<file path="src/rtl/remap_pkg.sv">
package remap_pkg;

  // default word width in bits
  localparam int def_data_width = 16;

  // default number of single-port data banks, not counting the spare
  localparam int def_num_banks = 4;

  // default rows per bank; the spare bank has the same depth
  localparam int def_num_rows = 16;

  // where the current read is served from
  // src_bank reads the addressed data bank directly
  // src_spare reads the spare bank at the same row, since that row was relocated
  typedef enum logic {
    src_bank  = 1'b0,
    src_spare = 1'b1
  } read_src_e;

endpackage

</file>
<file path="src/rtl/row_store.sv">
module row_store #(
  parameter type payload_t = logic,
  parameter int num_rows = 16,
  parameter int num_rd = 1
) (
  input  logic clk,
  input  logic rst,

  // single write port
  input  logic wr_en,
  input  logic [$clog2(num_rows)-1:0] wr_row,
  input  payload_t wr_data,

  // num_rd asynchronous read ports, port i in slice i
  input  logic [num_rd-1:0][$clog2(num_rows)-1:0] rd_row,
  output payload_t [num_rd-1:0] rd_data
);

  localparam int row_w = $clog2(num_rows);

  payload_t mem [num_rows];

  // whole array clears on reset so unwritten rows read back as zero
  always_ff @(posedge clk) begin
    if (rst) begin
      for (int i = 0; i < num_rows; i++) begin
        mem[i] <= '0;
      end
    end else if (wr_en) begin
      mem[wr_row] <= wr_data;
    end
  end

  // reads see the contents from before the current edge
  always_comb begin
    for (int i = 0; i < num_rd; i++) begin
      rd_data[i] = mem[rd_row[i][row_w-1:0]];
    end
  end

endmodule

</file>
<file path="src/rtl/bank_set.sv">
module bank_set #(
  parameter int data_width = 16,
  parameter int num_banks = 4,
  parameter int num_rows = 16
) (
  input  logic clk,
  input  logic rst,

  // write steering from the remap controller
  input  logic bank_wr_en,
  input  logic [$clog2(num_banks)-1:0] bank_wr_idx,
  input  logic bank_wr_evict,
  input  logic spare_wr_en,
  input  logic [$clog2(num_rows)-1:0] wr_row,
  input  logic [data_width-1:0] write_data,

  // read steering
  input  logic read_en,
  input  logic [$clog2(num_banks)-1:0] rd_bank,
  input  logic [$clog2(num_rows)-1:0] rd_row,
  input  remap_pkg::read_src_e rd_src,

  // registered read return, one cycle after read_en
  output logic rd_vld,
  output logic [data_width-1:0] rd_data
);

  import remap_pkg::*;

  typedef logic [data_width-1:0] word_t;

  word_t bank_rd_word [num_banks];
  word_t bank_wr_word;
  // slice 0 follows the read row, slice 1 the write row
  word_t [1:0] spare_rd_word;
  word_t rd_word;

  // an eviction moves the spare row's old word back to its home bank,
  // otherwise a bank write carries the new word
  assign bank_wr_word = bank_wr_evict ? spare_rd_word[1] : write_data;

  for (genvar b = 0; b < num_banks; b++) begin : g_bank
    logic bank_sel;

    assign bank_sel = bank_wr_en && (bank_wr_idx == b);

    row_store #(
      .payload_t (word_t),
      .num_rows  (num_rows),
      .num_rd    (1)
    ) bank0 (
      .clk     (clk),
      .rst     (rst),
      .wr_en   (bank_sel),
      .wr_row  (wr_row),
      .wr_data (bank_wr_word),
      .rd_row  (rd_row),
      .rd_data (bank_rd_word[b])
    );
  end

  // spare bank needs a second read port for the eviction word
  row_store #(
    .payload_t (word_t),
    .num_rows  (num_rows),
    .num_rd    (2)
  ) spare0 (
    .clk     (clk),
    .rst     (rst),
    .wr_en   (spare_wr_en),
    .wr_row  (wr_row),
    .wr_data (write_data),
    .rd_row  ({wr_row, rd_row}),
    .rd_data (spare_rd_word)
  );

  assign rd_word = (rd_src == src_spare) ? spare_rd_word[0] : bank_rd_word[rd_bank];

  always_ff @(posedge clk) begin
    if (rst) begin
      rd_vld <= 1'b0;
    end else begin
      rd_vld <= read_en;
    end
  end

  // data holds its last value between reads
  always_ff @(posedge clk) begin
    if (read_en) begin
      rd_data <= rd_word;
    end
  end

endmodule

</file>
<file path="src/rtl/remap_ctrl.sv">
module remap_ctrl #(
  parameter int num_banks = 4,
  parameter int num_rows = 16
) (
  input  logic clk,
  input  logic rst,

  // logical requests, bank index in the upper bits
  input  logic read_en,
  input  logic [$clog2(num_banks)+$clog2(num_rows)-1:0] read_addr,
  input  logic write_en,
  input  logic [$clog2(num_banks)+$clog2(num_rows)-1:0] write_addr,

  // write steering
  output logic bank_wr_en,
  output logic [$clog2(num_banks)-1:0] bank_wr_idx,
  output logic bank_wr_evict,
  output logic spare_wr_en,
  output logic [$clog2(num_rows)-1:0] wr_row,

  // read steering
  output logic [$clog2(num_banks)-1:0] rd_bank,
  output logic [$clog2(num_rows)-1:0] rd_row,
  output remap_pkg::read_src_e rd_src
);

  import remap_pkg::*;

  localparam int bank_w = $clog2(num_banks);
  localparam int row_w = $clog2(num_rows);
  localparam int addr_w = bank_w + row_w;

  // which bank's row currently lives in the spare bank
  typedef struct packed {
    logic vld;
    logic [bank_w-1:0] bank;
  } map_entry_t;

  logic [bank_w-1:0] r_bank;
  logic [row_w-1:0] r_row;
  logic [bank_w-1:0] w_bank;
  logic [row_w-1:0] w_row;

  // slice 0 is the entry at the read row, slice 1 at the write row
  map_entry_t [1:0] map_rd;
  map_entry_t map_r;
  map_entry_t map_w;
  map_entry_t map_new;
  logic map_wr_en;

  logic conflict;
  logic w_in_spare;

  assign r_bank = read_addr[addr_w-1:row_w];
  assign r_row = read_addr[row_w-1:0];
  assign w_bank = write_addr[addr_w-1:row_w];
  assign w_row = write_addr[row_w-1:0];

  row_store #(
    .payload_t (map_entry_t),
    .num_rows  (num_rows),
    .num_rd    (2)
  ) map0 (
    .clk     (clk),
    .rst     (rst),
    .wr_en   (map_wr_en),
    .wr_row  (w_row),
    .wr_data (map_new),
    .rd_row  ({w_row, r_row}),
    .rd_data (map_rd)
  );

  assign map_r = map_rd[0];
  assign map_w = map_rd[1];

  // the data bank is single ported, so a write to the bank being read
  // has to go somewhere else this cycle
  assign conflict = read_en && write_en && (w_bank == r_bank);

  // write row of the write bank is already held by the spare
  assign w_in_spare = map_w.vld && (map_w.bank == w_bank);

  always_comb begin
    bank_wr_en = 1'b0;
    bank_wr_idx = w_bank;
    bank_wr_evict = 1'b0;
    spare_wr_en = 1'b0;
    map_wr_en = 1'b0;
    map_new.vld = 1'b1;
    map_new.bank = w_bank;

    if (write_en) begin
      if (!conflict) begin
        // keep a relocated row in the spare, else write home
        if (w_in_spare) begin
          spare_wr_en = 1'b1;
        end else begin
          bank_wr_en = 1'b1;
        end
      end else begin
        spare_wr_en = 1'b1;
        map_wr_en = 1'b1;
        // spare row belongs to another bank, which is idle this cycle
        if (map_w.vld && !w_in_spare) begin
          bank_wr_en = 1'b1;
          bank_wr_idx = map_w.bank;
          bank_wr_evict = 1'b1;
        end
      end
    end
  end

  assign wr_row = w_row;
  assign rd_bank = r_bank;
  assign rd_row = r_row;

  // map lookup uses the entry from before this edge, matching the old data
  assign rd_src = (map_r.vld && (map_r.bank == r_bank)) ? src_spare : src_bank;

endmodule

</file>
<file path="src/rtl/remap_mem_top.sv">
module remap_mem_top #(
  parameter int data_width = remap_pkg::def_data_width,
  parameter int num_banks = remap_pkg::def_num_banks,
  parameter int num_rows = remap_pkg::def_num_rows
) (
  input  logic clk,
  input  logic rst,

  // read port
  input  logic read_en,
  input  logic [$clog2(num_banks)+$clog2(num_rows)-1:0] read_addr,

  // write port
  input  logic write_en,
  input  logic [$clog2(num_banks)+$clog2(num_rows)-1:0] write_addr,
  input  logic [data_width-1:0] write_data,

  // read return
  output logic rd_vld,
  output logic [data_width-1:0] rd_data
);

  import remap_pkg::*;

  localparam int bank_w = $clog2(num_banks);
  localparam int row_w = $clog2(num_rows);

  // steering from controller to storage
  logic bank_wr_en;
  logic [bank_w-1:0] bank_wr_idx;
  logic bank_wr_evict;
  logic spare_wr_en;
  logic [row_w-1:0] wr_row;
  logic [bank_w-1:0] rd_bank;
  logic [row_w-1:0] rd_row;
  read_src_e rd_src;

  remap_ctrl #(
    .num_banks (num_banks),
    .num_rows  (num_rows)
  ) ctrl0 (
    .clk           (clk),
    .rst           (rst),
    .read_en       (read_en),
    .read_addr     (read_addr),
    .write_en      (write_en),
    .write_addr    (write_addr),
    .bank_wr_en    (bank_wr_en),
    .bank_wr_idx   (bank_wr_idx),
    .bank_wr_evict (bank_wr_evict),
    .spare_wr_en   (spare_wr_en),
    .wr_row        (wr_row),
    .rd_bank       (rd_bank),
    .rd_row        (rd_row),
    .rd_src        (rd_src)
  );

  // write data and read enable come straight from the ports
  bank_set #(
    .data_width (data_width),
    .num_banks  (num_banks),
    .num_rows   (num_rows)
  ) banks0 (
    .clk           (clk),
    .rst           (rst),
    .bank_wr_en    (bank_wr_en),
    .bank_wr_idx   (bank_wr_idx),
    .bank_wr_evict (bank_wr_evict),
    .spare_wr_en   (spare_wr_en),
    .wr_row        (wr_row),
    .write_data    (write_data),
    .read_en       (read_en),
    .rd_bank       (rd_bank),
    .rd_row        (rd_row),
    .rd_src        (rd_src),
    .rd_vld        (rd_vld),
    .rd_data       (rd_data)
  );

endmodule

</file>
<file path="config.mk">
export PLATFORM = sky130hd
export DESIGN_NAME = remap_mem_top
export DESIGN_NICKNAME = d
export VERILOG_FILES = /design/src/rtl/remap_pkg.sv /design/src/rtl/row_store.sv /design/src/rtl/bank_set.sv /design/src/rtl/remap_ctrl.sv /design/src/rtl/remap_mem_top.sv
export SDC_FILE = /design/constraint.sdc
export NUM_CORES = 2
export LEC_CHECK = 0
export BUFFER_PORTS_ARGS = -buffer_cell sky130_fd_sc_hd__buf_4
export CORE_MARGIN = 2
export CORE_UTILIZATION = 48
export CTS_CLUSTER_SIZE = 14
export DETAILED_ROUTE_END_ITERATION = 10
export HOLD_SLACK_MARGIN = 0.1
export PLACE_DENSITY = 0.68
export SETUP_SLACK_MARGIN = 0.02
export SLEW_MARGIN = 20
export SYNTH_ARGS = -nofsm -noshare
export SYNTH_HDL_FRONTEND = slang
export SYNTH_SLANG_ARGS = --single-unit
</file>
<file path="constraint.sdc">
create_clock -name clk -period 3.5 [get_ports clk]
set_input_delay 0 -clock clk [delete_from_list [all_inputs] [get_ports clk]]
set_output_delay 0 -clock clk [all_outputs]
set_load 0.02 [all_outputs]
</file>
==> run metrics <==
status complete, no violations; detailed-route DRC error count 0; vias post-DR 38.3k; DIE HEIGHT 371 um; Cell Rows 134; gr ovfl total 0; min-delay worst type input pin to flip-flop; Sink Count 1,345; Starting DRT DRC Count 4,945; YS warnings 0; first-pass GRT wire length 267,000 um; TritonRoute pass-1 iters 8; Post-synth ARST share 0%; fin crit period 3.45 ns; main combinational cell family by area after synthesis multiplexers; Filler cells 10.3k; Final Util a little under three fifths; maxcap violations 0; vias per cell 6.32; final setup vio count 0; Total Power 37,200 uW; I/O pin total 49; Area Overhead vs Synth 14.7%; nets ~4.2k; max-slew violations 0; WL per Instance between 30 and 40 um; EDFF count, synth 1,328; Layout Skew 0.0319 ns; Chip Width 371 um; post-detail-place hpwl 117,000 um; vias in the first global route 38.4k; syn nets 4,058; PwrDens about 500 nW/um^2; CP Capture Type flip-flop; multiplexer share of the synthesized area a little under a fifth; R2R cell count 9; Reg area 40,200 um^2; unrepaired setup endpoints after global routing yes; fmax around 290 MHz; #FFs+latches synth approximately 1.3k; post-synthesis simple-gate area fraction 13.6%; Initial Util 48.4%; Setup CP Type flip-flop to flip-flop; Post-Synth XOR/XNOR Area 0.0793%; min setup slack post-route 0.0475 ns; final non-filler cell total around 6.1k; Critical R2R Launch ctrl0.map0.mem[14][0]; total wire length between 150,000 and 200,000 um; CP arrival 3.96 ns; count leader, synth edfxtp_1; GRT Overall Usage 26.7%; FF-to-FF End banks0.g_bank[1].bank0.mem[3][13]; maximum root-to-sink buffer count 3; Synth Area in Compound Gates 1.77%; Yosys top cell area share between 60% and 70%; synthesized netlist cell count 4,026; area of the multi-input gates 22,000 um^2; Synth Flop Type edfxtp_1; reg-to-reg setup timing slack 0.05 ns; final hold vios 0; final period utilization a little over nine tenths; core box area roughly 130,000 um^2; synthesized area per cell 16.1 um^2; launch point of the worst path ctrl0.map0.mem[14][0]; synthesized cell area 64,700 um^2; worst slack, placed ~0.14 ns; CP endpoint banks0.g_bank[1].bank0.mem[3][13]; area leader, netlist edfxtp_1; Required @ worst endpoint approximately 4.0 ns; DP Cell Count roughly 5.8k; PortBufs 48; actual slew at the worst max-slew pin 0.806 ns; Netlist cell types 52; initial antenna violation count 5; synth top area cells edfxtp_1 (62%), mux4_2 (17%), nor3_2 (5.2%); CTS Buf Count 144; layout cells sized above 1 roughly two fifths; Antenna Nets Post-Route 0; clock slew at reported path FFs approximately 0.06 ns; Seq/Total Area, Yosys approximately 62%; Leak 0.0249 uW; adder-cell share of the synthesized area 0%; clk_lat worst skew around 0.8 ns; routability cong. 0.900; Clock Tree Root clkbuf_16; worst IR drop on VDD 0.555 mV; synth cell count leaders edfxtp_1 (1,328), nor2_1 (644), mux4_2 (501), nor3_2 (338), nor3_1 (228); largest net degree at the start of global routing 65; Rel. slew slack 45.8%; CTS tree yes; Die ar. about 140,000 um^2; htree depth 4; Startpoint Class flip-flop; maximum fanout along the worst path 64
[state kept, by name, indices dropped and copies added (netlist names)]
name / count
ctrl0.map0.mem: 48
banks0.g_bank.bank0.mem: 1024
banks0.spare0.mem: 256
banks0.rd_vld: 1
banks0.rd_data: 16
[layer usage]
metal | wire length (um) | GRT usage [%] | up-vias
met1 | 69200 | 36.8 | 19971
met5 | 0 | 0 | -
met2 | 88100 | 42.7 | 2101
met4 | 7230 | 9.89 | 0
li1 | - | - | 15861
met3 | 17100 | 4.87 | 344
[repair_timing]
item	CTS	global route
setup endpoints to repair	0	38
gates resized for setup	0	1
hold buffers	27	0
endpoints found under the hold margin	1389	0
buffers inserted	0	1
[how the worst min path moves through the flow]
stage	start	endpoint	slack (ns)	cells after the start
after CTS	read_addr[5]	ctrl0.map0.mem[6][2]	0.16	6
after floorplan	read_en	banks0.rd_data[0]	0.11	0
after global placement	banks0.rd_vld	rd_vld	0.42	1
after detailed placement	banks0.rd_vld	rd_vld	0.42	1
final	read_addr[5]	ctrl0.map0.mem[6][2]	0.20	6
after global routing	read_addr[5]	ctrl0.map0.mem[6][2]	0.21	6
[worst max-delay path, stage by stage, from the launching register on]
cell and delay, ns:
edfxtp_1 0.39, mux4_2 0.49, a22oi_1 0.25, nand3_2 0.17
xor2_2 0.23, o21ai_4 0.24, buf_4 0.38, mux2i_4 0.37
clkbuf_16 0.38, nor3_1 0.11
[metrics by stage]
step	area, um^2	TNS [ns]	hold WS, ns
3_3_place_gp	69300	0	0.425
5_1_grt	74200	-0.00367	0.214
6_report	74200	0	0.199
4_1_cts	74200	0	0.161
3_5_place_dp	69300	0	0.421
2_1_floorplan	64800	-24.55	0.112
[where the power goes]
part / internal [uW] / leakage, uW / switching [uW]
logic: 1380 / 0.00823 / 2180
registers: 18100 / 0.0144 / 144
clock network: 8780 / 0.00227 / 6560
total: 28300 / 0.0249 / 8890
[cell families (layout without fill, tap and decap cells)]
kind of cell,count (synthesis),after routing
buf+inv,477,734
flops,1345,1345
compound gates,160,160
mux,531,531
xor+xnor,5,5
other cells,0,2
simple gates,1508,1508
[area by class of cell]
type | instances | share of cell area (%)
multi-input combinational | 2204 | 29.7
clock inverter | 76 | 1.20
clock buffer | 178 | 5.10
sequential | 1345 | 54.2
antenna | 2 | 0.00674
tap | 1768 | 2.98
timing repair buffer | 478 | 6.86
inverter | 2 | 0.0101
[placed cells by master, fill, tap and decap left out, types with 17 or more instances in the layout]
master / n
nor2_1: 644
nand2_1: 45
clkbuf_16: 146
nand2b_1: 34
dfxtp_1: 17
a21o_1: 32
mux4_2: 501
buf_4: 335
a21oi_1: 33
nor3_2: 338
buf_12: 112
dlygate4sd3_1: 27
o21bai_2: 31
clkbuf_1: 30
clkinv_1: 24
nor3_1: 228
a22oi_1: 36
nor2_2: 140
clkinv_2: 18
edfxtp_1: 1328
mux2i_4: 18
o21bai_1: 20
(Power assumes the default switching activity.)
